File: config.mk
export PLATFORM = sky130hd
export DESIGN_NAME = wh_projection_flat
export DESIGN_NICKNAME = d
export VERILOG_FILES = /design/src/gat_pkg.sv /design/src/mem_if.sv /design/src/wh_projection.sv /design/src/flat_wrapper.sv
export SDC_FILE = /design/constraint.sdc
export NUM_CORES = 2
export LEC_CHECK = 0
export ABC_AREA = 0
export BUFFER_PORTS_ARGS = -buffer_cell sky130_fd_sc_hd__buf_4
export CORE_MARGIN = 2
export CORE_UTILIZATION = 45
export DETAILED_ROUTE_END_ITERATION = 7
export PLACE_DENSITY_LB_ADDON = 0.2
export SYNTH_ARGS = -nofsm -noshare
export SYNTH_HDL_FRONTEND = slang
export SYNTH_SLANG_ARGS = --single-unit
File: constraint.sdc
create_clock -name clk -period 11.7 [get_ports clk]
set_clock_uncertainty 0.05 [all_clocks]
set_input_delay 2.34 -clock clk [delete_from_list [all_inputs] [get_ports clk]]
set_output_delay 2.34 -clock clk [all_outputs]
set_load 0.05 [all_outputs]
File: src/gat_pkg.sv
`default_nettype none

package gat_pkg;

  localparam int NUM_FEAT_IN   = 8;
  localparam int NUM_FEAT_OUT  = 4;
  localparam int MAX_NODES     = 4;
  localparam int DATA_W        = 8;
  localparam int WH_W          = 12;
  localparam int COEF_W        = 8;
  localparam int FEAT_W        = 16;
  localparam int ACC_W         = 32;
  localparam int WH_SHIFT      = 4;
  localparam int SCORE_SHIFT   = 8;
  localparam int AGGR_SHIFT    = 8;
  localparam int MEM_DEPTH     = 16;
  localparam int MEM_ADDR_W    = 4;
  localparam int COEF_ROW_ADDR = 4;
  localparam int NODE_CNT_W    = 3;
  localparam int NUM_CLIENTS   = 3;

  typedef logic signed [DATA_W-1:0] data_t;
  typedef data_t [NUM_FEAT_IN-1:0] h_row_t;
  typedef data_t [NUM_FEAT_OUT-1:0][NUM_FEAT_IN-1:0] wgt_t;
  // Lower half a_self, upper half a_neigh
  typedef data_t [2*NUM_FEAT_OUT-1:0] att_vec_t;

  typedef logic signed [WH_W-1:0] wh_elem_t;
  typedef wh_elem_t [NUM_FEAT_OUT-1:0] wh_row_t;
  typedef logic [COEF_W-1:0] coef_t;
  // Two spare slots on top, node coefficients in slots 0 to 3
  typedef coef_t [MAX_NODES+1:0] coef_row_t;

  // Node rows and the coefficient row share one memory word
  typedef union packed {
    wh_row_t   wh;
    coef_row_t coef;
  } mem_word_u;

  typedef logic signed [FEAT_W-1:0] feat_t;
  typedef feat_t [NUM_FEAT_OUT-1:0] feat_vec_t;
  typedef logic [NODE_CNT_W-1:0] node_cnt_t;

  function automatic wh_elem_t sat_wh(input logic signed [ACC_W-1:0] acc);
    logic signed [ACC_W-1:0] s;
    s = acc >>> WH_SHIFT;
    if (s > 2**(WH_W-1) - 1) begin
      return wh_elem_t'(2**(WH_W-1) - 1);
    end else if (s < -(2**(WH_W-1))) begin
      return wh_elem_t'(-(2**(WH_W-1)));
    end
    return wh_elem_t'(s);
  endfunction

  function automatic coef_t clamp_coef(input logic signed [ACC_W-1:0] acc);
    logic signed [ACC_W-1:0] s;
    s = acc >>> SCORE_SHIFT;
    if (s < 0) begin
      return '0;
    end else if (s > 2**COEF_W - 1) begin
      return '1;
    end
    return coef_t'(s);
  endfunction

  function automatic feat_t sat_feat(input logic signed [ACC_W-1:0] acc);
    logic signed [ACC_W-1:0] s;
    s = acc >>> AGGR_SHIFT;
    if (s > 2**(FEAT_W-1) - 1) begin
      return feat_t'(2**(FEAT_W-1) - 1);
    end else if (s < -(2**(FEAT_W-1))) begin
      return feat_t'(-(2**(FEAT_W-1)));
    end
    return feat_t'(s);
  endfunction

endpackage

`default_nettype wire

File: src/mem_if.sv
`timescale 1ns/1ps
`default_nettype none

interface mem_if import gat_pkg::*; ();

  logic                  req;
  logic                  we;
  logic [MEM_ADDR_W-1:0] addr;
  mem_word_u             wdata;
  logic                  gnt;
  logic                  rvalid;
  mem_word_u             rdata;

  // Request held by the stage until gnt, read data one cycle after gnt
  modport client (
    output req, we, addr, wdata,
    input  gnt, rvalid, rdata
  );

  modport mem (
    input  req, we, addr, wdata,
    output gnt, rvalid, rdata
  );

endinterface

`default_nettype wire

File: src/wh_projection.sv
`timescale 1ns/1ps
`default_nettype none

module wh_projection import gat_pkg::*; (
  input  wire       clk,
  input  wire       rst_n,
  input  wire       h_valid_i,
  input  h_row_t    h_row_i,
  input  wire       h_last_i,
  output logic      h_ready_o,
  input  wgt_t      wgt_i,
  mem_if.client     mem,
  output logic      sg_valid_o,
  output node_cnt_t sg_nodes_o,
  input  wire       sg_ready_i,
  input  wire       bank_free_i
);

  logic                           mac_q;
  logic                           wr_q;
  logic                           hand_q;
  logic                           last_q;
  logic                           bank_q;
  logic [1:0]                     banks_q;
  node_cnt_t                      node_idx_q;
  logic [$clog2(NUM_FEAT_IN)-1:0] feat_q;
  logic                           accept;
  logic                           first_row;
  h_row_t                         h_q;
  logic signed [ACC_W-1:0]        acc_q [NUM_FEAT_OUT];
  mem_word_u                      wr_word;

  // A new subgraph needs a free bank, later rows do not
  assign first_row = (node_idx_q == '0);
  assign h_ready_o = !mac_q && !wr_q && !hand_q && (!first_row || banks_q < 2'd2);
  assign accept    = h_valid_i && h_ready_o;

  always_ff @(posedge clk or negedge rst_n) begin
    if (!rst_n) begin
      mac_q      <= 1'b0;
      wr_q       <= 1'b0;
      hand_q     <= 1'b0;
      last_q     <= 1'b0;
      bank_q     <= 1'b0;
      banks_q    <= '0;
      node_idx_q <= '0;
      feat_q     <= '0;
    end else begin
      banks_q <= banks_q + 2'(accept && first_row) - 2'(bank_free_i);
      if (accept) begin
        mac_q  <= 1'b1;
        feat_q <= '0;
        last_q <= h_last_i || (node_idx_q == NODE_CNT_W'(MAX_NODES - 1));
      end
      if (mac_q) begin
        feat_q <= feat_q + 1'b1;
        if (feat_q == $clog2(NUM_FEAT_IN)'(NUM_FEAT_IN - 1)) begin
          mac_q <= 1'b0;
          wr_q  <= 1'b1;
        end
      end
      if (wr_q && mem.gnt) begin
        wr_q <= 1'b0;
        if (last_q) begin
          hand_q <= 1'b1;
        end else begin
          node_idx_q <= node_idx_q + 1'b1;
        end
      end
      if (hand_q && sg_ready_i) begin
        hand_q     <= 1'b0;
        bank_q     <= ~bank_q;
        node_idx_q <= '0;
      end
    end
  end

  // Four MACs, one input feature per cycle
  always_ff @(posedge clk) begin
    if (accept) begin
      h_q <= h_row_i;
      for (int o = 0; o < NUM_FEAT_OUT; o++) begin
        acc_q[o] <= '0;
      end
    end else if (mac_q) begin
      for (int o = 0; o < NUM_FEAT_OUT; o++) begin
        acc_q[o] <= acc_q[o] + h_q[feat_q] * wgt_i[o][feat_q];
      end
    end
  end

  always_comb begin
    for (int o = 0; o < NUM_FEAT_OUT; o++) begin
      wr_word.wh[o] = sat_wh(acc_q[o]);
    end
  end

  assign mem.req    = wr_q;
  assign mem.we     = 1'b1;
  assign mem.addr   = {bank_q, node_idx_q};
  assign mem.wdata  = wr_word;
  assign sg_valid_o = hand_q;
  assign sg_nodes_o = node_idx_q + 1'b1;

endmodule

`default_nettype wire

File: src/flat_wrapper.sv
// flat-port wrapper written by rule: the top's interface ports become plain ports
module wh_projection_flat import gat_pkg::*;
  (clk, rst_n, h_valid_i, h_row_i, h_last_i, h_ready_o, wgt_i, sg_valid_o, sg_nodes_o, sg_ready_i, bank_free_i, mem_req, mem_we, mem_addr, mem_wdata, mem_gnt, mem_rvalid, mem_rdata);
  mem_if mem_i ();
  input  wire clk;
  input  wire rst_n;
  input  wire h_valid_i;
  input  h_row_t h_row_i;
  input  wire h_last_i;
  output logic h_ready_o;
  input  wgt_t wgt_i;
  output logic sg_valid_o;
  output node_cnt_t sg_nodes_o;
  input  wire sg_ready_i;
  input  wire bank_free_i;
  output wire logic [$bits(mem_i.req)-1:0] mem_req;
  output wire logic [$bits(mem_i.we)-1:0] mem_we;
  output wire logic [$bits(mem_i.addr)-1:0] mem_addr;
  output wire logic [$bits(mem_i.wdata)-1:0] mem_wdata;
  input wire logic [$bits(mem_i.gnt)-1:0] mem_gnt;
  input wire logic [$bits(mem_i.rvalid)-1:0] mem_rvalid;
  input wire logic [$bits(mem_i.rdata)-1:0] mem_rdata;
  assign mem_req = mem_i.req;
  assign mem_we = mem_i.we;
  assign mem_addr = mem_i.addr;
  assign mem_wdata = mem_i.wdata;
  assign mem_i.gnt = mem_gnt;
  assign mem_i.rvalid = mem_rvalid;
  assign mem_i.rdata = mem_rdata;
  wh_projection u_core (.clk(clk), .rst_n(rst_n), .h_valid_i(h_valid_i), .h_row_i(h_row_i), .h_last_i(h_last_i), .h_ready_o(h_ready_o), .wgt_i(wgt_i), .mem(mem_i), .sg_valid_o(sg_valid_o), .sg_nodes_o(sg_nodes_o), .sg_ready_i(sg_ready_i), .bank_free_i(bank_free_i));
endmodule
==> results.toml <==
[status]
status = "complete, no violations"

[detailed_routing]
wl_per_cell_um = 22.1
vias = 22900
via_per_inst = 5.51
drt_iter0_drc = 1245
drt_first_pass_iters = 5
wl_um = 91700
ant_nets = 0
drc = 0

[cts]
path_clk_slew_ns = 0.05
post-cts-setup-buffers = 0
cts.sinks = 205
ctsHtreeMaxLevel = 1
cts_tree = "yes"
clk_latency_ns = 0.59
ctsResizeCount = 0
clk_path_buf_depth = 3
cts_hold_buf = 0
ctsRootBufferMaster = "clkbuf_16"
numCtsBuffers = 29

[placed_design]
placed_cells = 4094
port_buffers = 384
gp_congestion = 0.979
dp_hpwl_um = 74200

[timing]
post-route-min-period_ns = 9.09
tightest_slew_ns = 1.20
setup-tns-final_ns = 0
maxSlewViolCount = 0
rsz0062_at_grt = "false"
period_share_pct = 77.7
hold_violations = 0
relSlewSlack_pct = 18.7
finalSetupViolCount = 0
fmax_ghz = 0.110

[synthesis]
netlist_instances = 2821
synth_area_leaders = "fa_1 (34%), edfxtp_1 (18%), ha_1 (11%)"
ys_types = 82
synth.ff_latch_count = 205
synth_largest_area_cell = "fa_1"
synth_edf_count = 192
synth-main-ff-cell = "edfxtp_1"
avgSynthCellArea_um2 = 11.2
yosysSeqAreaShare_pct = 19.2
synthesis.area_um2 = 31700
async_reset_ff_share_pct = 6.34
yosys.area.top_type_share_pct = 34.3
synth_fp_nets = 4028
ys_warn_count = 0

[floorplanning]
rows = 97
coreArea_um2 = 69900
initial_utilization_pct = 45.4
die_area_um2 = 72700
io_pins = 435
die_h_um = 270
die_x_um = 270

[setup_path]
rrSetupSlack_ns = 3.10
start_kind = "primary input"
cp.required_ns = 11.95
arrival_ns = 9.35
end_kind = "register"
critPathMaxFanout = 13
crit_type = "in -> reg"

[layout]
stdcell_count = 4155
syn_to_final_growth_pct = 16.0
drive_gt1_share_pct = 20.4
multi_input_area_um2 = 23800
ff_latch_area_um2 = 6100
fin_nets = 4392
fill_cells = 6215

[global_route]
antenna_found_initial = 13
grt-ovfl-total = 0
grt_pass1_vias = 25000
grt_max_degree = 65
grt_util_all_layers_pct = 26.0
grt_pass1_wl_um = 146000

[hold_path]
hp-class = "reg -> reg"

[run]
maxCapViolCount = 0
[worst max-delay path, stage by stage]
cell      delay, ns
buf_4          0.11
mux4_2         0.54
mux2i_2        0.56
nor2_1         0.24
fa_1           0.62
inv_1          0.17
fa_1           0.64
inv_1          0.74
fa_1           0.56
fa_1           0.49
ha_1           0.30
ha_1           0.39
a21o_1         0.23
a21o_1         0.18
a21o_1         0.19
and2_1         0.16
a211oi_1       0.44
a31oi_1        0.18
xnor2_1        0.16
nor2_1         0.05
[area by class of cell]
| cell class | instances | area share, % |
|---|---|---|
| clock inverter | 20 | 0.721 |
| multi-input combinational | 2122 | 64.7 |
| tap | 940 | 3.20 |
| inverter | 407 | 4.15 |
| timing repair buffer | 420 | 8.57 |
| antenna | 10 | 0.0680 |
| clock buffer | 31 | 1.99 |
| sequential | 205 | 16.6 |
[through the flow]
stage               setup WS (ns)  util (%)  hold WS (ns)  cell area [µm²]
CTS                          2.55      52.6         0.441            36800
detailed placement           1.95      51.2         0.430            35800
global route                 2.15      52.6         0.449            36800
finish                       2.61      52.6         0.437            36800
floorplan                    2.29         -         0.396            31700
global placement             2.02      51.2         0.417            35800
[cell families after synthesis]
family	after synthesis	share of synthesized area [%]
simple gates	649	9.45
compound gates	390	8.55
fa+ha+maj	831	45.6
mux	145	8.10
flops	205	19.2
other cells	1	0.0118
xor+xnor	106	2.93
buf+inv	494	6.13
[synth_stat cells, types with 15 or more instances]
library cell,number
nand2b_1,23
mux4_2,80
nand3_1,24
nor2b_1,30
nand2_1,128
or2_2,24
a21oi_1,99
and2_1,34
nor2_1,287
nand4_1,30
xor2_1,39
fa_1,544
a31oi_1,15
nor3_1,18
ha_1,287
o211ai_1,16
mux2i_1,29
a21o_1,102
edfxtp_1,192
xnor2_1,67
clkbuf_1,44
o21ai_0,47
nor4_1,18
inv_1,407
mux2i_2,20
buf_2,28
[cells in the final DEF (no fill, tap or decap), types with 15 or more instances in the layout]
master     synthesis  layout
or2_2             24      24
mux2i_2           20      23
mux4_2            80      80
and2_1            34      34
mux2i_1           29      24
nand2b_1          23      23
nor2_1           287     287
o21ai_0           47      47
inv_1            407     405
clkbuf_16          0      29
fa_1             544     544
a21o_1           102     102
xor2_1            39      39
xnor2_1           67      67
o211ai_1          16      16
a21oi_1           99      99
nand4_1           30      30
nor2b_1           30      22
a31oi_1           15      15
nor3_1            18      18
ha_1             287     287
buf_4             11     420
nand2_1          128     127
edfxtp_1         192     192
nand3_1           24      24
nor4_1            18      18
[registers in the layout, summed over array words and instances (netlist names)]
| signal | flops |
|---|---|
| u_core.h_q | 64 |
| u_core.node_idx_q | 3 |
| u_core.bank_q | 1 |
| u_core.mem.req | 1 |
| u_core.sg_valid_o | 1 |
| u_core.mac_q | 1 |
| u_core.feat_q | 3 |
| u_core.banks_q | 2 |
| u_core.last_q | 1 |
| u_core.acc_q | 128 |
[final timing paths]
check                      depth (start not counted)                   to        startpoint
max                                               20  u_core.acc_q[0][29]         wgt_i[26]
min                                                1        u_core.bank_q     u_core.bank_q
max reg2reg                                       20  u_core.acc_q[0][29]  u_core.feat_q[0]
min reg2reg                                        1        u_core.bank_q     u_core.bank_q
max in group asynchronous                          1         u_core.mac_q             rst_n
min in group asynchronous                          1     u_core.feat_q[2]             rst_n
[per-layer routing]
| layer | up-vias | part of all wire, % | global-route usage [%] |
|---|---|---|---|
| met5 | - | 0.028 | 0 |
| met4 | 4 | 4.8 | 12.3 |
| met3 | 156 | 6.2 | 4.31 |
| met2 | 767 | 48 | 42.7 |
| met1 | 11700 | 41 | 33.6 |
| li1 | 10300 | - | - |
Power is left out: the tool's default activity adds up to more than one toggle a clock period on the data nets, which glitch-free logic cannot reach.
