## config.mk

```make
export PLATFORM = sky130hd
export DESIGN_NAME = attention_scorer_flat
export DESIGN_NICKNAME = d
export VERILOG_FILES = /design/src/gat_pkg.sv /design/src/mem_if.sv /design/src/attention_scorer.sv /design/src/flat_wrapper.sv
export SDC_FILE = /design/constraint.sdc
export NUM_CORES = 2
export LEC_CHECK = 0
export BUFFER_PORTS_ARGS = -buffer_cell sky130_fd_sc_hd__buf_2
export CAP_MARGIN = 20
export CORE_MARGIN = 2
export CORE_UTILIZATION = 60
export CTS_CLUSTER_SIZE = 20
export DETAILED_ROUTE_END_ITERATION = 10
export PLACE_DENSITY_LB_ADDON = 0.25
export SYNTH_ARGS = -nofsm -noshare
export SYNTH_HDL_FRONTEND = slang
export SYNTH_SLANG_ARGS = --single-unit
```

## constraint.sdc

```tcl
create_clock -name clk -period 6.3 [get_ports clk]
set_input_delay 1.26 -clock clk [delete_from_list [all_inputs] [get_ports clk]]
set_output_delay 1.26 -clock clk [all_outputs]
set_load 0.01 [all_outputs]
```

## src/gat_pkg.sv

```systemverilog
`default_nettype none

package gat_pkg;

  localparam int NUM_FEAT_IN   = 8;
  localparam int NUM_FEAT_OUT  = 4;
  localparam int MAX_NODES     = 4;
  localparam int DATA_W        = 8;
  localparam int WH_W          = 12;
  localparam int COEF_W        = 8;
  localparam int FEAT_W        = 16;
  localparam int ACC_W         = 32;
  localparam int WH_SHIFT      = 4;
  localparam int SCORE_SHIFT   = 8;
  localparam int AGGR_SHIFT    = 8;
  localparam int MEM_DEPTH     = 16;
  localparam int MEM_ADDR_W    = 4;
  localparam int COEF_ROW_ADDR = 4;
  localparam int NODE_CNT_W    = 3;
  localparam int NUM_CLIENTS   = 3;

  typedef logic signed [DATA_W-1:0] data_t;
  typedef data_t [NUM_FEAT_IN-1:0] h_row_t;
  typedef data_t [NUM_FEAT_OUT-1:0][NUM_FEAT_IN-1:0] wgt_t;
  // Lower half a_self, upper half a_neigh
  typedef data_t [2*NUM_FEAT_OUT-1:0] att_vec_t;

  typedef logic signed [WH_W-1:0] wh_elem_t;
  typedef wh_elem_t [NUM_FEAT_OUT-1:0] wh_row_t;
  typedef logic [COEF_W-1:0] coef_t;
  // Two spare slots on top, node coefficients in slots 0 to 3
  typedef coef_t [MAX_NODES+1:0] coef_row_t;

  // Node rows and the coefficient row share one memory word
  typedef union packed {
    wh_row_t   wh;
    coef_row_t coef;
  } mem_word_u;

  typedef logic signed [FEAT_W-1:0] feat_t;
  typedef feat_t [NUM_FEAT_OUT-1:0] feat_vec_t;
  typedef logic [NODE_CNT_W-1:0] node_cnt_t;

  function automatic wh_elem_t sat_wh(input logic signed [ACC_W-1:0] acc);
    logic signed [ACC_W-1:0] s;
    s = acc >>> WH_SHIFT;
    if (s > 2**(WH_W-1) - 1) begin
      return wh_elem_t'(2**(WH_W-1) - 1);
    end else if (s < -(2**(WH_W-1))) begin
      return wh_elem_t'(-(2**(WH_W-1)));
    end
    return wh_elem_t'(s);
  endfunction

  function automatic coef_t clamp_coef(input logic signed [ACC_W-1:0] acc);
    logic signed [ACC_W-1:0] s;
    s = acc >>> SCORE_SHIFT;
    if (s < 0) begin
      return '0;
    end else if (s > 2**COEF_W - 1) begin
      return '1;
    end
    return coef_t'(s);
  endfunction

  function automatic feat_t sat_feat(input logic signed [ACC_W-1:0] acc);
    logic signed [ACC_W-1:0] s;
    s = acc >>> AGGR_SHIFT;
    if (s > 2**(FEAT_W-1) - 1) begin
      return feat_t'(2**(FEAT_W-1) - 1);
    end else if (s < -(2**(FEAT_W-1))) begin
      return feat_t'(-(2**(FEAT_W-1)));
    end
    return feat_t'(s);
  endfunction

endpackage

`default_nettype wire

```

## src/mem_if.sv

```systemverilog
`timescale 1ns/1ps
`default_nettype none

interface mem_if import gat_pkg::*; ();

  logic                  req;
  logic                  we;
  logic [MEM_ADDR_W-1:0] addr;
  mem_word_u             wdata;
  logic                  gnt;
  logic                  rvalid;
  mem_word_u             rdata;

  // Request held by the stage until gnt, read data one cycle after gnt
  modport client (
    output req, we, addr, wdata,
    input  gnt, rvalid, rdata
  );

  modport mem (
    input  req, we, addr, wdata,
    output gnt, rvalid, rdata
  );

endinterface

`default_nettype wire

```

## src/attention_scorer.sv

```systemverilog
`timescale 1ns/1ps
`default_nettype none

module attention_scorer import gat_pkg::*; (
  input  wire       clk,
  input  wire       rst_n,
  input  att_vec_t  att_i,
  mem_if.client     mem,
  input  wire       sg_valid_i,
  input  node_cnt_t sg_nodes_i,
  output logic      sg_ready_o,
  output logic      sg_valid_o,
  output node_cnt_t sg_nodes_o,
  input  wire       sg_ready_i
);

  logic                    rd_q;
  logic                    wait_q;
  logic                    wr_q;
  logic                    hand_q;
  logic                    bank_q;
  node_cnt_t               nodes_q;
  node_cnt_t               j_q;
  logic                    accept;
  logic signed [ACC_W-1:0] self_q;
  logic signed [ACC_W-1:0] self_dot;
  logic signed [ACC_W-1:0] neigh_dot;
  logic signed [ACC_W-1:0] self_now;
  coef_row_t               coef_q;
  mem_word_u               wr_word;

  assign sg_ready_o = !rd_q && !wait_q && !wr_q && !hand_q;
  assign accept     = sg_valid_i && sg_ready_o;

  always_ff @(posedge clk or negedge rst_n) begin
    if (!rst_n) begin
      rd_q    <= 1'b0;
      wait_q  <= 1'b0;
      wr_q    <= 1'b0;
      hand_q  <= 1'b0;
      bank_q  <= 1'b0;
      nodes_q <= '0;
      j_q     <= '0;
    end else begin
      if (accept) begin
        nodes_q <= sg_nodes_i;
        j_q     <= '0;
        rd_q    <= 1'b1;
      end
      if (rd_q && mem.gnt) begin
        rd_q   <= 1'b0;
        wait_q <= 1'b1;
      end
      if (wait_q && mem.rvalid) begin
        wait_q <= 1'b0;
        if (j_q == nodes_q - 1'b1) begin
          wr_q <= 1'b1;
        end else begin
          j_q  <= j_q + 1'b1;
          rd_q <= 1'b1;
        end
      end
      if (wr_q && mem.gnt) begin
        wr_q   <= 1'b0;
        hand_q <= 1'b1;
      end
      if (hand_q && sg_ready_i) begin
        hand_q <= 1'b0;
        bank_q <= ~bank_q;
      end
    end
  end

  always_comb begin
    self_dot  = '0;
    neigh_dot = '0;
    for (int o = 0; o < NUM_FEAT_OUT; o++) begin
      self_dot  = self_dot + att_i[o] * mem.rdata.wh[o];
      neigh_dot = neigh_dot + att_i[NUM_FEAT_OUT + o] * mem.rdata.wh[o];
    end
  end

  // Node 0 supplies the self term and its own neighbour term in one read
  assign self_now = (j_q == '0) ? self_dot : self_q;

  always_ff @(posedge clk) begin
    if (accept) begin
      coef_q <= '0;
    end else if (wait_q && mem.rvalid) begin
      coef_q[j_q] <= clamp_coef(self_now + neigh_dot);
      self_q      <= self_now;
    end
  end

  always_comb begin
    wr_word.coef = coef_q;
  end

  assign mem.req    = rd_q || wr_q;
  assign mem.we     = wr_q;
  assign mem.addr   = wr_q ? {bank_q, NODE_CNT_W'(COEF_ROW_ADDR)} : {bank_q, j_q};
  assign mem.wdata  = wr_word;
  assign sg_valid_o = hand_q;
  assign sg_nodes_o = nodes_q;

endmodule

`default_nettype wire

```

## src/flat_wrapper.sv

```systemverilog
// flat-port wrapper written by rule: the top's interface ports become plain ports
module attention_scorer_flat import gat_pkg::*;
  (clk, rst_n, att_i, sg_valid_i, sg_nodes_i, sg_ready_o, sg_valid_o, sg_nodes_o, sg_ready_i, mem_req, mem_we, mem_addr, mem_wdata, mem_gnt, mem_rvalid, mem_rdata);
  mem_if mem_i ();
  input  wire clk;
  input  wire rst_n;
  input  att_vec_t att_i;
  input  wire sg_valid_i;
  input  node_cnt_t sg_nodes_i;
  output logic sg_ready_o;
  output logic sg_valid_o;
  output node_cnt_t sg_nodes_o;
  input  wire sg_ready_i;
  output wire logic [$bits(mem_i.req)-1:0] mem_req;
  output wire logic [$bits(mem_i.we)-1:0] mem_we;
  output wire logic [$bits(mem_i.addr)-1:0] mem_addr;
  output wire logic [$bits(mem_i.wdata)-1:0] mem_wdata;
  input wire logic [$bits(mem_i.gnt)-1:0] mem_gnt;
  input wire logic [$bits(mem_i.rvalid)-1:0] mem_rvalid;
  input wire logic [$bits(mem_i.rdata)-1:0] mem_rdata;
  assign mem_req = mem_i.req;
  assign mem_we = mem_i.we;
  assign mem_addr = mem_i.addr;
  assign mem_wdata = mem_i.wdata;
  assign mem_i.gnt = mem_gnt;
  assign mem_i.rvalid = mem_rvalid;
  assign mem_i.rdata = mem_rdata;
  attention_scorer u_core (.clk(clk), .rst_n(rst_n), .att_i(att_i), .mem(mem_i), .sg_valid_i(sg_valid_i), .sg_nodes_i(sg_nodes_i), .sg_ready_o(sg_ready_o), .sg_valid_o(sg_valid_o), .sg_nodes_o(sg_nodes_o), .sg_ready_i(sg_ready_i));
endmodule
```

==> impl_metrics.yaml <==
outcome:
  status: "complete, but fails checks"
  violations: "setup timing"
yosys:
  yosys.area.top_type_share_pct: 41.1
  yosys_warnings: 0
  synth_edf_count: 32
  synth_nets: 5242
  synth_area_leaders: "fa_1 (41%), ha_1 (12%), inv_1 (9.9%)"
  synth_ff_type: "dfxtp_1"
  synth_largest_area_cell: "fa_1"
  syn_inst: 4026
  ys_seq_area_share_pct: 6.07
  syn_area_um2: 36200
  yosysUniqueCellTypes: 68
  synth_area_per_cell_um2: 9.00
  async_flop_share_pct: 12.1
  ys_ff_latch: 91
route:
  wl_um: 97800
  vias_per_cell: 5.30
  wl_per_cell_um: 17.3
  drc_errors: 0
  vias: 30000
  ant_nets: 0
  drtIter0Drc: 1731
  drt-pass1-iter-count: 5
floorplan:
  die_w_um: 250
  io_pins: 180
  die_area_um2: 62300
  core_area_um2: 60000
  initial_core_util_pct: 60.3
  die_h_um: 250
  core.rowCount: 90
grt:
  grt_max_degree: 35
  first_global_vias: 32000
  grt_pass1_wl_um: 159000
  grt_usage_pct: 31.7
  antenna_found_initial: 0
  grt_overflow_total: 0
job:
  drv_cap: 0
sta:
  fmax_ghz: 0.0949
  drv_slew: 0
  min_period_ns: 10.54
  post-route-period-util_pct: 167
  setup_slack_ns: -4.24
  final.setup_skew_ns: 0.00896
  rsz0062_at_grt: "true"
  setup_violations: 74
  finalHoldViolations: 0
  tightest_slew_ns: 0.780
  slew_headroom_pct: 48.0
layout:
  multi_input_area_um2: 31500
  n_antenna_cell: 0
  final-instance-count-excl-fill: 5653
  final_common_cell: "inv_1"
  nets: 6082
  n_fill_cell: 4041
  drive_gt1_share_pct: 25.7
  areaGrowthSynthToFinish_pct: 25.9
  regArea_um2: 2200
  mostFrequentLayoutCells: "inv_1 (928), buf_4 (758), fa_1 (734)"
placed_design:
  place_congestion: 0.940
  dp_hpwl_um: 82300
  dp_slack_ns: -4.78
  portBuffers: 179
  placed_cells: 5621
clocking:
  clockBufferDepth: 2
  root_buffer: "clkbuf_16"
  cts_sinks: 91
  clkSlewWorstSetupHoldPaths_ns: 0.07
  cts_tree: "yes"
  clk_latency_ns: 0.36
  cts_buffers: 9
  htree_num_levels: 3
critical_path:
  crit_end: "u_core.mem.wdata[24]$_SDFFE_PP0P_"
  path_common_cell: "fa_1"
  r2r-end: "u_core.mem.wdata[24]$_SDFFE_PP0P_"
  r2r_cells: 19
  cp-start-kind: "input pin"
  cpPeakStageDelay_ns: 0.60
  cp.required_ns: 6.55
  worst-setup-path-type: "input pin to register"
  r2r-start: "u_core.j_q[0]$_DFF_PN0_"
  r2r_slack_ns: 0.78
  arrival_ns: 10.79
  crit_path_end_kind: "register"
  cp_slowest_cell: "fa_1"
  cp-startpoint: "att_i[18]"
  critical_path_peak_fanout: 7
hold_path:
  hp-class: "register to register"
[final cells by class]
class                           instances  area share (%)
Timing Repair Buffer                  959            15.4
Sequential cell                        91            4.82
Tap cell                              782            2.15
Multi-Input combinational cell       2846            69.0
Clock buffer                           10           0.549
Clock inverter                          6           0.137
Inverter                              959            7.90
[stage by stage]
step	util, %	setup TNS [ns]	cell area, µm²	hold slack, ns
finish	76.0	-230.95	45600	0.471
global route	76.0	-252.15	45600	0.480
CTS	74.9	-218.79	44900	0.475
detailed placement	72.9	-266.63	43800	0.459
global placement	72.9	-262.65	43800	0.454
floorplan	-	-221.75	36700	0.446
[kinds of logic after synthesis]
kind of cell,count (synthesis),share of synthesized area (%)
AOI/OAI and AO/OA,430,7.92
xor gates and xnor gates,203,4.91
adders and majority gates,1095,53.2
buffers and inverters,1090,11.3
DFF,91,6.07
muxes,5,0.152
and+or+nand+nor,1112,16.4
[cells in the mapped netlist, types with 6 or more instances]
master / count
a211oi_1: 10
a21o_1: 45
a21oi_1: 107
a22o_1: 36
a22oi_1: 12
a41oi_1: 8
and2_1: 485
and3_1: 13
clkbuf_1: 125
dfrtp_1: 11
dfxtp_1: 48
edfxtp_1: 32
fa_1: 743
ha_1: 352
inv_1: 959
nand2_1: 319
nand2b_1: 82
nand3_1: 41
nand4_1: 12
nand4b_1: 6
nor2_1: 80
nor2b_1: 14
nor3_1: 24
nor4_1: 7
o2111ai_1: 6
o21a_1: 17
o21ai_0: 102
o21ba_2: 7
o21bai_1: 22
o31ai_1: 9
or2_2: 6
or3_1: 7
xnor2_1: 148
xor2_1: 55
[worst min-delay path by stage]
stage / startpoint / slack [ns] / cells after the start / end
2_1_floorplan: u_core.bank_q$_DFFE_PN0P_ / 0.45 / 1 / u_core.bank_q$_DFFE_PN0P_
3_3_place_gp: u_core.mem.wdata[16]$_SDFFE_PP0P_ / 0.45 / 1 / u_core.mem.wdata[16]$_SDFFE_PP0P_
3_5_place_dp: u_core.mem.wdata[16]$_SDFFE_PP0P_ / 0.46 / 1 / u_core.mem.wdata[16]$_SDFFE_PP0P_
4_1_cts: u_core.bank_q$_DFFE_PN0P_ / 0.47 / 1 / u_core.bank_q$_DFFE_PN0P_
5_1_grt: u_core.bank_q$_DFFE_PN0P_ / 0.48 / 1 / u_core.bank_q$_DFFE_PN0P_
6_report: u_core.bank_q$_DFFE_PN0P_ / 0.47 / 1 / u_core.bank_q$_DFFE_PN0P_
[worst max-delay path, delay by kind of cell]
family,cells,cell delay (ns)
adder cells (fa/ha/maj),10,4.24
AO/OA/AOI/OAI,16,2.77
buffers and inverters,8,0.59
AND/OR/NAND/NOR,9,1.88
[registers in the layout, indices dropped and copies added (netlist names)]
name and count:
u_core.sg_valid_o 1, u_core.mem.wdata 48, u_core.mem.we 1, u_core.bank_q 1, u_core.wait_q 1, u_core.rd_q 1
u_core.sg_nodes_o 3, u_core.j_q 3, u_core.self_q 32
[per-layer routing]
metal	global-route usage, %	vias to the layer above	wire length [µm]
li1	-	13900	-
met2	55.5	885	48500
met3	3.90	216	5530
met5	0	-	0
met1	41.1	15000	39900
met4	9.62	0	3970
[repair_timing]
item	in CTS	in global routing
endpoints found under the setup margin	73	75
hold buffers	0	0
endpoints found under the hold margin	0	0
pin swaps	100	134
cloned	1	0
setup buffers	24	19
resized for setup	167	143
Power is left out: the tool's default activity adds up to more than one toggle a clock period on the data nets, which glitch-free logic cannot reach.
