## src/gat_pkg.sv

```systemverilog
`default_nettype none

package gat_pkg;

  localparam int NUM_FEAT_IN   = 8;
  localparam int NUM_FEAT_OUT  = 4;
  localparam int MAX_NODES     = 4;
  localparam int DATA_W        = 8;
  localparam int WH_W          = 12;
  localparam int COEF_W        = 8;
  localparam int FEAT_W        = 16;
  localparam int ACC_W         = 32;
  localparam int WH_SHIFT      = 4;
  localparam int SCORE_SHIFT   = 8;
  localparam int AGGR_SHIFT    = 8;
  localparam int MEM_DEPTH     = 16;
  localparam int MEM_ADDR_W    = 4;
  localparam int COEF_ROW_ADDR = 4;
  localparam int NODE_CNT_W    = 3;
  localparam int NUM_CLIENTS   = 3;

  typedef logic signed [DATA_W-1:0] data_t;
  typedef data_t [NUM_FEAT_IN-1:0] h_row_t;
  typedef data_t [NUM_FEAT_OUT-1:0][NUM_FEAT_IN-1:0] wgt_t;
  // Lower half a_self, upper half a_neigh
  typedef data_t [2*NUM_FEAT_OUT-1:0] att_vec_t;

  typedef logic signed [WH_W-1:0] wh_elem_t;
  typedef wh_elem_t [NUM_FEAT_OUT-1:0] wh_row_t;
  typedef logic [COEF_W-1:0] coef_t;
  // Two spare slots on top, node coefficients in slots 0 to 3
  typedef coef_t [MAX_NODES+1:0] coef_row_t;

  // Node rows and the coefficient row share one memory word
  typedef union packed {
    wh_row_t   wh;
    coef_row_t coef;
  } mem_word_u;

  typedef logic signed [FEAT_W-1:0] feat_t;
  typedef feat_t [NUM_FEAT_OUT-1:0] feat_vec_t;
  typedef logic [NODE_CNT_W-1:0] node_cnt_t;

  function automatic wh_elem_t sat_wh(input logic signed [ACC_W-1:0] acc);
    logic signed [ACC_W-1:0] s;
    s = acc >>> WH_SHIFT;
    if (s > 2**(WH_W-1) - 1) begin
      return wh_elem_t'(2**(WH_W-1) - 1);
    end else if (s < -(2**(WH_W-1))) begin
      return wh_elem_t'(-(2**(WH_W-1)));
    end
    return wh_elem_t'(s);
  endfunction

  function automatic coef_t clamp_coef(input logic signed [ACC_W-1:0] acc);
    logic signed [ACC_W-1:0] s;
    s = acc >>> SCORE_SHIFT;
    if (s < 0) begin
      return '0;
    end else if (s > 2**COEF_W - 1) begin
      return '1;
    end
    return coef_t'(s);
  endfunction

  function automatic feat_t sat_feat(input logic signed [ACC_W-1:0] acc);
    logic signed [ACC_W-1:0] s;
    s = acc >>> AGGR_SHIFT;
    if (s > 2**(FEAT_W-1) - 1) begin
      return feat_t'(2**(FEAT_W-1) - 1);
    end else if (s < -(2**(FEAT_W-1))) begin
      return feat_t'(-(2**(FEAT_W-1)));
    end
    return feat_t'(s);
  endfunction

endpackage

`default_nettype wire

```

## src/mem_if.sv

```systemverilog
`timescale 1ns/1ps
`default_nettype none

interface mem_if import gat_pkg::*; ();

  logic                  req;
  logic                  we;
  logic [MEM_ADDR_W-1:0] addr;
  mem_word_u             wdata;
  logic                  gnt;
  logic                  rvalid;
  mem_word_u             rdata;

  // Request held by the stage until gnt, read data one cycle after gnt
  modport client (
    output req, we, addr, wdata,
    input  gnt, rvalid, rdata
  );

  modport mem (
    input  req, we, addr, wdata,
    output gnt, rvalid, rdata
  );

endinterface

`default_nettype wire

```

## src/neighbor_aggregator.sv

```systemverilog
`timescale 1ns/1ps
`default_nettype none

module neighbor_aggregator import gat_pkg::*; (
  input  wire       clk,
  input  wire       rst_n,
  mem_if.client     mem,
  input  wire       sg_valid_i,
  input  node_cnt_t sg_nodes_i,
  output logic      sg_ready_o,
  output logic      feat_valid_o,
  output feat_vec_t feat_o,
  input  wire       feat_ready_i,
  output logic      bank_free_o
);

  logic                    req_q;
  logic                    wait_q;
  logic                    have_coef_q;
  logic                    feat_valid_q;
  logic                    bank_q;
  node_cnt_t               nodes_q;
  node_cnt_t               j_q;
  logic                    accept;
  logic                    last_node;
  coef_row_t               coef_q;
  logic signed [ACC_W-1:0] acc_q [NUM_FEAT_OUT];

  assign sg_ready_o = !req_q && !wait_q && !feat_valid_q;
  assign accept     = sg_valid_i && sg_ready_o;
  assign last_node  = (j_q == nodes_q - 1'b1);

  always_ff @(posedge clk or negedge rst_n) begin
    if (!rst_n) begin
      req_q        <= 1'b0;
      wait_q       <= 1'b0;
      have_coef_q  <= 1'b0;
      feat_valid_q <= 1'b0;
      bank_q       <= 1'b0;
      nodes_q      <= '0;
      j_q          <= '0;
    end else begin
      if (accept) begin
        nodes_q     <= sg_nodes_i;
        j_q         <= '0;
        have_coef_q <= 1'b0;
        req_q       <= 1'b1;
      end
      if (req_q && mem.gnt) begin
        req_q  <= 1'b0;
        wait_q <= 1'b1;
      end
      if (wait_q && mem.rvalid) begin
        wait_q <= 1'b0;
        if (!have_coef_q) begin
          have_coef_q <= 1'b1;
          req_q       <= 1'b1;
        end else if (last_node) begin
          feat_valid_q <= 1'b1;
        end else begin
          j_q   <= j_q + 1'b1;
          req_q <= 1'b1;
        end
      end
      if (feat_valid_q && feat_ready_i) begin
        feat_valid_q <= 1'b0;
        bank_q       <= ~bank_q;
      end
    end
  end

  // First read brings the coefficient row, then one Wh row per node
  always_ff @(posedge clk) begin
    if (accept) begin
      for (int o = 0; o < NUM_FEAT_OUT; o++) begin
        acc_q[o] <= '0;
      end
    end else if (wait_q && mem.rvalid) begin
      if (!have_coef_q) begin
        coef_q <= mem.rdata.coef;
      end else begin
        for (int o = 0; o < NUM_FEAT_OUT; o++) begin
          acc_q[o] <= acc_q[o] + $signed({1'b0, coef_q[j_q]}) * mem.rdata.wh[o];
        end
      end
    end
  end

  always_comb begin
    for (int o = 0; o < NUM_FEAT_OUT; o++) begin
      feat_o[o] = sat_feat(acc_q[o]);
    end
  end

  assign mem.req      = req_q;
  assign mem.we       = 1'b0;
  assign mem.addr     = have_coef_q ? {bank_q, j_q} : {bank_q, NODE_CNT_W'(COEF_ROW_ADDR)};
  assign mem.wdata    = '0;
  assign feat_valid_o = feat_valid_q;
  assign bank_free_o  = feat_valid_q && feat_ready_i;

endmodule

`default_nettype wire

```

## src/flat_wrapper.sv

```systemverilog
// flat-port wrapper written by rule: the top's interface ports become plain ports
module neighbor_aggregator_flat import gat_pkg::*;
  (clk, rst_n, sg_valid_i, sg_nodes_i, sg_ready_o, feat_valid_o, feat_o, feat_ready_i, bank_free_o, mem_req, mem_we, mem_addr, mem_wdata, mem_gnt, mem_rvalid, mem_rdata);
  mem_if mem_i ();
  input  wire clk;
  input  wire rst_n;
  input  wire sg_valid_i;
  input  node_cnt_t sg_nodes_i;
  output logic sg_ready_o;
  output logic feat_valid_o;
  output feat_vec_t feat_o;
  input  wire feat_ready_i;
  output logic bank_free_o;
  output wire logic [$bits(mem_i.req)-1:0] mem_req;
  output wire logic [$bits(mem_i.we)-1:0] mem_we;
  output wire logic [$bits(mem_i.addr)-1:0] mem_addr;
  output wire logic [$bits(mem_i.wdata)-1:0] mem_wdata;
  input wire logic [$bits(mem_i.gnt)-1:0] mem_gnt;
  input wire logic [$bits(mem_i.rvalid)-1:0] mem_rvalid;
  input wire logic [$bits(mem_i.rdata)-1:0] mem_rdata;
  assign mem_req = mem_i.req;
  assign mem_we = mem_i.we;
  assign mem_addr = mem_i.addr;
  assign mem_wdata = mem_i.wdata;
  assign mem_i.gnt = mem_gnt;
  assign mem_i.rvalid = mem_rvalid;
  assign mem_i.rdata = mem_rdata;
  neighbor_aggregator u_core (.clk(clk), .rst_n(rst_n), .mem(mem_i), .sg_valid_i(sg_valid_i), .sg_nodes_i(sg_nodes_i), .sg_ready_o(sg_ready_o), .feat_valid_o(feat_valid_o), .feat_o(feat_o), .feat_ready_i(feat_ready_i), .bank_free_o(bank_free_o));
endmodule
```

## config.mk

```make
export PLATFORM = sky130hd
export DESIGN_NAME = neighbor_aggregator_flat
export DESIGN_NICKNAME = d
export VERILOG_FILES = /design/src/gat_pkg.sv /design/src/mem_if.sv /design/src/neighbor_aggregator.sv /design/src/flat_wrapper.sv
export SDC_FILE = /design/constraint.sdc
export NUM_CORES = 1
export LEC_CHECK = 0
export ABC_AREA = 1
export ABC_CLOCK_PERIOD_IN_PS = 7500
export BUFFER_PORTS_ARGS = -buffer_cell sky130_fd_sc_hd__buf_4
export CAP_MARGIN = 0
export CORE_MARGIN = 1.5
export CORE_UTILIZATION = 55
export CTS_BUF_LIST = sky130_fd_sc_hd__clkbuf_8
export DETAILED_ROUTE_END_ITERATION = 7
export MAX_ROUTING_LAYER = met4
export PLACE_DENSITY = 0.82
export SYNTH_ARGS = -nofsm -noshare
export SYNTH_HDL_FRONTEND = slang
export SYNTH_SLANG_ARGS = --single-unit
```

## constraint.sdc

```tcl
create_clock -name clk -period 7.5 [get_ports clk]
set_input_delay 1.5 -clock clk [delete_from_list [all_inputs] [get_ports clk]]
set_output_delay 1.5 -clock clk [all_outputs]
set_load 0.02 [all_outputs]
```

==> run_summary.xml <==
<?xml version="1.0" encoding="UTF-8"?>
<metrics>
  <group name="detailed_routing">
    <metric name="route.antenna.remaining_nets" unit="">0</metric>
    <metric name="routed-via-count" unit="">25900</metric>
    <metric name="drt-total-wl" unit="mm">75.7</metric>
    <metric name="wl_per_cell" unit="µm">14.9</metric>
    <metric name="detail_route.iter0.violations" unit="">1883</metric>
    <metric name="via_per_inst" unit="">5.11</metric>
    <metric name="remaining_drc_errors" unit="">0</metric>
    <metric name="first_pass_iteration_count_of_the_detailed_router" unit="">6</metric>
  </group>
  <group name="yosys">
    <metric name="cell_type_contributing_the_most_total_cell_area_after_synthesis" unit="">sky130_fd_sc_hd__fa_1</metric>
    <metric name="synth_top_cells_by_area" unit="">sky130_fd_sc_hd__fa_1, sky130_fd_sc_hd__edfxtp_1, sky130_fd_sc_hd__nand2_1, sky130_fd_sc_hd__inv_1, sky130_fd_sc_hd__ha_1</metric>
    <metric name="mappedNetlistArea" unit="µm²">31200</metric>
    <metric name="postSynthRegisterBits" unit="">187</metric>
    <metric name="synth-compound-area-share" unit="%">5.63</metric>
    <metric name="synth_cells" unit="">4196</metric>
    <metric name="yosysWarningCount" unit="">0</metric>
    <metric name="post_synth_fa_ha_maj_area_fraction" unit="%">37.3</metric>
    <metric name="post_synthesis_xor_xnor_area_fraction" unit="%">1.15</metric>
    <metric name="synth_sequential_area_ratio" unit="%">17.8</metric>
    <metric name="post_synth.cell_area_avg" unit="µm²">7.43</metric>
    <metric name="multiplexer_area_fraction_after_synthesis" unit="%">0.0361</metric>
    <metric name="yosysUniqueCellTypes" unit="">39</metric>
    <metric name="main_combinational_cell_family_by_area_after_synthesis" unit="">adder cells</metric>
    <metric name="portion_of_synthesized_cell_area_occupied_by_the_leading_cell_type" unit="%">26.5</metric>
    <metric name="yosys.area_share.simple" unit="%">23.0</metric>
  </group>
  <group name="setup_path">
    <metric name="crit-reg2reg-capture" unit="">u_core.acc_q[1][27]$_SDFFCE_PN0P_</metric>
    <metric name="arrival_time_reported_for_the_critical_path_endpoint" unit="ns">7.37</metric>
    <metric name="kind_of_cell_adding_the_most_delay_to_the_critical_path" unit="">adder cells</metric>
    <metric name="critPathBufInv" unit="">4</metric>
    <metric name="path_max_fanout" unit="">23</metric>
    <metric name="critical_path.slowest_cell" unit="">sky130_fd_sc_hd__dfrtp_1</metric>
    <metric name="critical-path-max-stage-delay" unit="ns">0.86</metric>
    <metric name="worst-setup-path-type" unit="">reg -&gt; reg</metric>
    <metric name="critical_path.cell_chain" unit="">o21ai_1 &gt; o32ai_2 &gt; nand2_1 &gt; nand2_2 &gt; nand2_1 &gt; inv_1 &gt; fa_1 &gt; inv_1 &gt; fa_1 &gt; fa_1 &gt; fa_1 &gt; inv_1 &gt; fa_1 &gt; ha_1 &gt; nand2_1 &gt; nor2_1 &gt; inv_1 &gt; nor3_1 &gt; nand2_1 &gt; a21oi_1 &gt; nor2_1</metric>
    <metric name="r2r_cells" unit="">21</metric>
    <metric name="critical-path-top-cell-by-count" unit="">sky130_fd_sc_hd__fa_1</metric>
    <metric name="type_of_element_capturing_the_critical_path" unit="">register</metric>
    <metric name="critPathRequiredTime" unit="ns">7.89</metric>
    <metric name="r2r-start" unit="">u_core.j_q[1]$_DFF_PN0_</metric>
    <metric name="timing.reg2reg.setup_slack" unit="ns">0.53</metric>
    <metric name="critical_path.startpoint_type" unit="">register</metric>
  </group>
  <group name="global_routing">
    <metric name="antenna_found_initial" unit="">5</metric>
    <metric name="global_route.overflow_total" unit="">0</metric>
    <metric name="maximum_number_of_pins_on_one_net_before_global_route_repair" unit="">66</metric>
    <metric name="grt_util_all_layers" unit="%">28.3</metric>
    <metric name="global_route_wire_length_before_repair" unit="mm">126</metric>
    <metric name="first_global_vias" unit="">26200</metric>
  </group>
  <group name="final_layout">
    <metric name="post_layout_instance_area" unit="µm²">33100</metric>
    <metric name="drive_above_1_share" unit="%">5.18</metric>
    <metric name="layout-area-overhead-vs-synth" unit="%">6.14</metric>
    <metric name="most_common_cell_after_layout_fill_and_taps_aside" unit="">sky130_fd_sc_hd__nand2_1</metric>
    <metric name="layout.cells.most_common_list" unit="">sky130_fd_sc_hd__nand2_1, sky130_fd_sc_hd__inv_1, sky130_fd_sc_hd__nor2_1</metric>
    <metric name="nNetsFinal" unit="">5030</metric>
  </group>
  <group name="cts">
    <metric name="cts_sink_cnt" unit="">187</metric>
    <metric name="cts.htree.levels" unit="">4</metric>
    <metric name="cts-resized-gates" unit="">0</metric>
    <metric name="clkTransAtPathRegs" unit="ns">0.13</metric>
    <metric name="post-cts-setup-buffers" unit="">0</metric>
    <metric name="max-clock-path-buffers" unit="">2</metric>
    <metric name="clock-root-buffer" unit="">sky130_fd_sc_hd__clkbuf_8</metric>
    <metric name="clock_insertion_delay_worst_skew" unit="ns">0.62</metric>
    <metric name="tritoncts_clock_tree" unit="">built</metric>
    <metric name="cts_hold_buffers" unit="">0</metric>
    <metric name="cts_inserted_buffers" unit="">17</metric>
  </group>
  <group name="timing">
    <metric name="unrepaired_setup_endpoints_after_global_routing" unit="">false</metric>
    <metric name="timing_max_transition_violations_final" unit="">0</metric>
    <metric name="clock-skew-final" unit="ns">0.0248</metric>
    <metric name="hold_ws" unit="ns">0.483</metric>
    <metric name="setup-violations-final" unit="">0</metric>
    <metric name="min_cycle_time_layout" unit="ns">6.97</metric>
    <metric name="timing.final.hold_violations" unit="">0</metric>
    <metric name="worst-slew-pin-transition" unit="ns">1.21</metric>
    <metric name="worst_slew_margin_rel" unit="%">18.7</metric>
    <metric name="finalWorstSetupSlack" unit="ns">0.529</metric>
    <metric name="fmax" unit="MHz">143</metric>
    <metric name="post-route-period-util" unit="%">92.9</metric>
    <metric name="fin_tns_setup" unit="ns">0</metric>
  </group>
  <group name="placed_design">
    <metric name="dpl_cell_area" unit="µm²">32700</metric>
    <metric name="gp_congestion" unit="">0.998</metric>
    <metric name="placement.io_buffers" unit="">128</metric>
    <metric name="detailedPlace.worstSlack" unit="ns">0.580</metric>
    <metric name="dp_hpwl" unit="mm">61.9</metric>
  </group>
  <group name="floorplan">
    <metric name="die_height" unit="µm">241</metric>
    <metric name="placeableCoreArea" unit="µm²">56200</metric>
    <metric name="die_w" unit="µm">241</metric>
    <metric name="floorplan.initialDensity" unit="%">55.5</metric>
    <metric name="die_area" unit="µm²">58100</metric>
    <metric name="io_pins" unit="">178</metric>
    <metric name="rows" unit="">87</metric>
  </group>
  <group name="worst_hold_path">
    <metric name="hp-start" unit="">u_core.bank_q$_DFFE_PN0P_</metric>
    <metric name="whs_endpoint" unit="">u_core.bank_q$_DFFE_PN0P_</metric>
    <metric name="worstHoldPathCells" unit="">1</metric>
    <metric name="hold_path_class" unit="">reg -&gt; reg</metric>
  </group>
  <group name="job">
    <metric name="max_cap_violations" unit="">0</metric>
  </group>
  <group name="outcome">
    <metric name="outcome" unit="">complete, no violations</metric>
  </group>
</metrics>
==> layer usage <==
| layer | vias up | routed length [µm] | GRT usage [%] |
|---|---|---|---|
| met4 | 0 | 1910 | 8.90 |
| met2 | 922 | 36400 | 46.9 |
| met5 | - | 0 | - |
| met1 | 12200 | 31800 | 35.1 |
| met3 | 142 | 5720 | 5.34 |
| li1 | 12600 | - | - |
==> sequential cells by signal, summed over array words and instances (netlist names) <==
register,flops
u_core.mem.req,1
u_core.feat_valid_o,1
u_core.coef_q,48
u_core.wait_q,1
u_core.acc_q,128
u_core.have_coef_q,1
u_core.j_q,3
u_core.nodes_q,3
u_core.bank_q,1
==> worst reg2reg max path, stage by stage (launching register included) <==
cell,delay (ns)
sky130_fd_sc_hd__dfrtp_1,0.86
sky130_fd_sc_hd__o21ai_1,0.20
sky130_fd_sc_hd__o32ai_2,0.14
sky130_fd_sc_hd__nand2_1,0.11
sky130_fd_sc_hd__nand2_2,0.43
sky130_fd_sc_hd__nand2_1,0.19
sky130_fd_sc_hd__inv_1,0.15
sky130_fd_sc_hd__fa_1,0.43
sky130_fd_sc_hd__inv_1,0.29
sky130_fd_sc_hd__fa_1,0.60
sky130_fd_sc_hd__fa_1,0.52
sky130_fd_sc_hd__fa_1,0.48
sky130_fd_sc_hd__inv_1,0.52
sky130_fd_sc_hd__fa_1,0.53
sky130_fd_sc_hd__ha_1,0.39
sky130_fd_sc_hd__nand2_1,0.12
sky130_fd_sc_hd__nor2_1,0.22
sky130_fd_sc_hd__inv_1,0.09
sky130_fd_sc_hd__nor3_1,0.18
sky130_fd_sc_hd__nand2_1,0.09
sky130_fd_sc_hd__a21oi_1,0.15
sky130_fd_sc_hd__nor2_1,0.06
==> logic make-up (layout without fill, tap and decap cells) <==
kind of cell / Yosys count / after routing
xor gates and xnor gates: 41 / 41
DFF: 187 / 187
and+or+nand+nor: 1806 / 1806
adders and majority gates: 682 / 682
other: 1 / 56
muxes: 1 / 1
buffers and inverters: 1164 / 1224
AOI/OAI and AO/OA: 314 / 314
==> worst max-delay path by stage <==
stage | start | to | slack (ns) | cells past startpoint
floorplan | mem_rdata[23] | u_core.acc_q[1][27]$_SDFFCE_PN0P_ | 1.24 | 17
global placement | mem_rdata[23] | u_core.acc_q[1][27]$_SDFFCE_PN0P_ | 0.72 | 18
detailed placement | mem_rdata[23] | u_core.acc_q[1][27]$_SDFFCE_PN0P_ | 0.58 | 18
CTS | u_core.j_q[1]$_DFF_PN0_ | u_core.acc_q[1][27]$_SDFFCE_PN0P_ | 0.59 | 21
global route | u_core.j_q[1]$_DFF_PN0_ | u_core.acc_q[1][27]$_SDFFCE_PN0P_ | 0.006 | 21
finish | u_core.j_q[1]$_DFF_PN0_ | u_core.acc_q[1][27]$_SDFFCE_PN0P_ | 0.53 | 21
==> cells in the mapped netlist <==
library cell and n:
sky130_fd_sc_hd__nand2_4 1, sky130_fd_sc_hd__ha_1 270, sky130_fd_sc_hd__a21o_1 11, sky130_fd_sc_hd__buf_6 5, sky130_fd_sc_hd__o21ai_1 11, sky130_fd_sc_hd__nand2_1 1187, sky130_fd_sc_hd__mux2_2 1, sky130_fd_sc_hd__nand2_2 2
sky130_fd_sc_hd__xor2_1 13, sky130_fd_sc_hd__dfrtp_1 11, sky130_fd_sc_hd__or2_2 7, sky130_fd_sc_hd__o32ai_1 7, sky130_fd_sc_hd__inv_1 1036, sky130_fd_sc_hd__clkinv_1 1, sky130_fd_sc_hd__nor4_1 8, sky130_fd_sc_hd__nand3b_1 6
sky130_fd_sc_hd__buf_4 55, sky130_fd_sc_hd__nand4_1 17, sky130_fd_sc_hd__nor2_1 432, sky130_fd_sc_hd__nor2_2 10, sky130_fd_sc_hd__buf_12 1, sky130_fd_sc_hd__o21bai_1 29, sky130_fd_sc_hd__fa_1 412, sky130_fd_sc_hd__nor2_4 11
sky130_fd_sc_hd__a21boi_0 6, sky130_fd_sc_hd__o32ai_2 1, sky130_fd_sc_hd__o21a_1 12, sky130_fd_sc_hd__inv_2 7, sky130_fd_sc_hd__clkbuf_1 19, sky130_fd_sc_hd__edfxtp_1 176, sky130_fd_sc_hd__a21oi_1 172, sky130_fd_sc_hd__xnor2_1 28
sky130_fd_sc_hd__nor3_1 16, sky130_fd_sc_hd__buf_2 39, sky130_fd_sc_hd__inv_4 1, sky130_fd_sc_hd__nand3_1 103, sky130_fd_sc_hd__and2_1 6, sky130_fd_sc_hd__o21ai_0 65, sky130_fd_sc_hd__conb_1 1
==> area by class of cell <==
type	count	area (µm²)
antenna	7	17.5
multi-input combinational	2893	21100
tap	756	946
inverter	1045	3930
sequential	187	5560
fill	5220	23100
timing repair buffer	147	1120
clock inverter	15	151
clock buffer	17	234
==> stage by stage <==
step	std cells	utilization (%)
2_1_floorplan	4244	-
3_3_place_gp	5028	58.2
3_5_place_dp	5028	58.2
4_1_cts	5060	58.9
5_1_grt	5065	58.9
6_report	5067	58.9
Power is not shown: default switching activity piles up to over one toggle a cycle in this logic, so the estimate is an artifact.
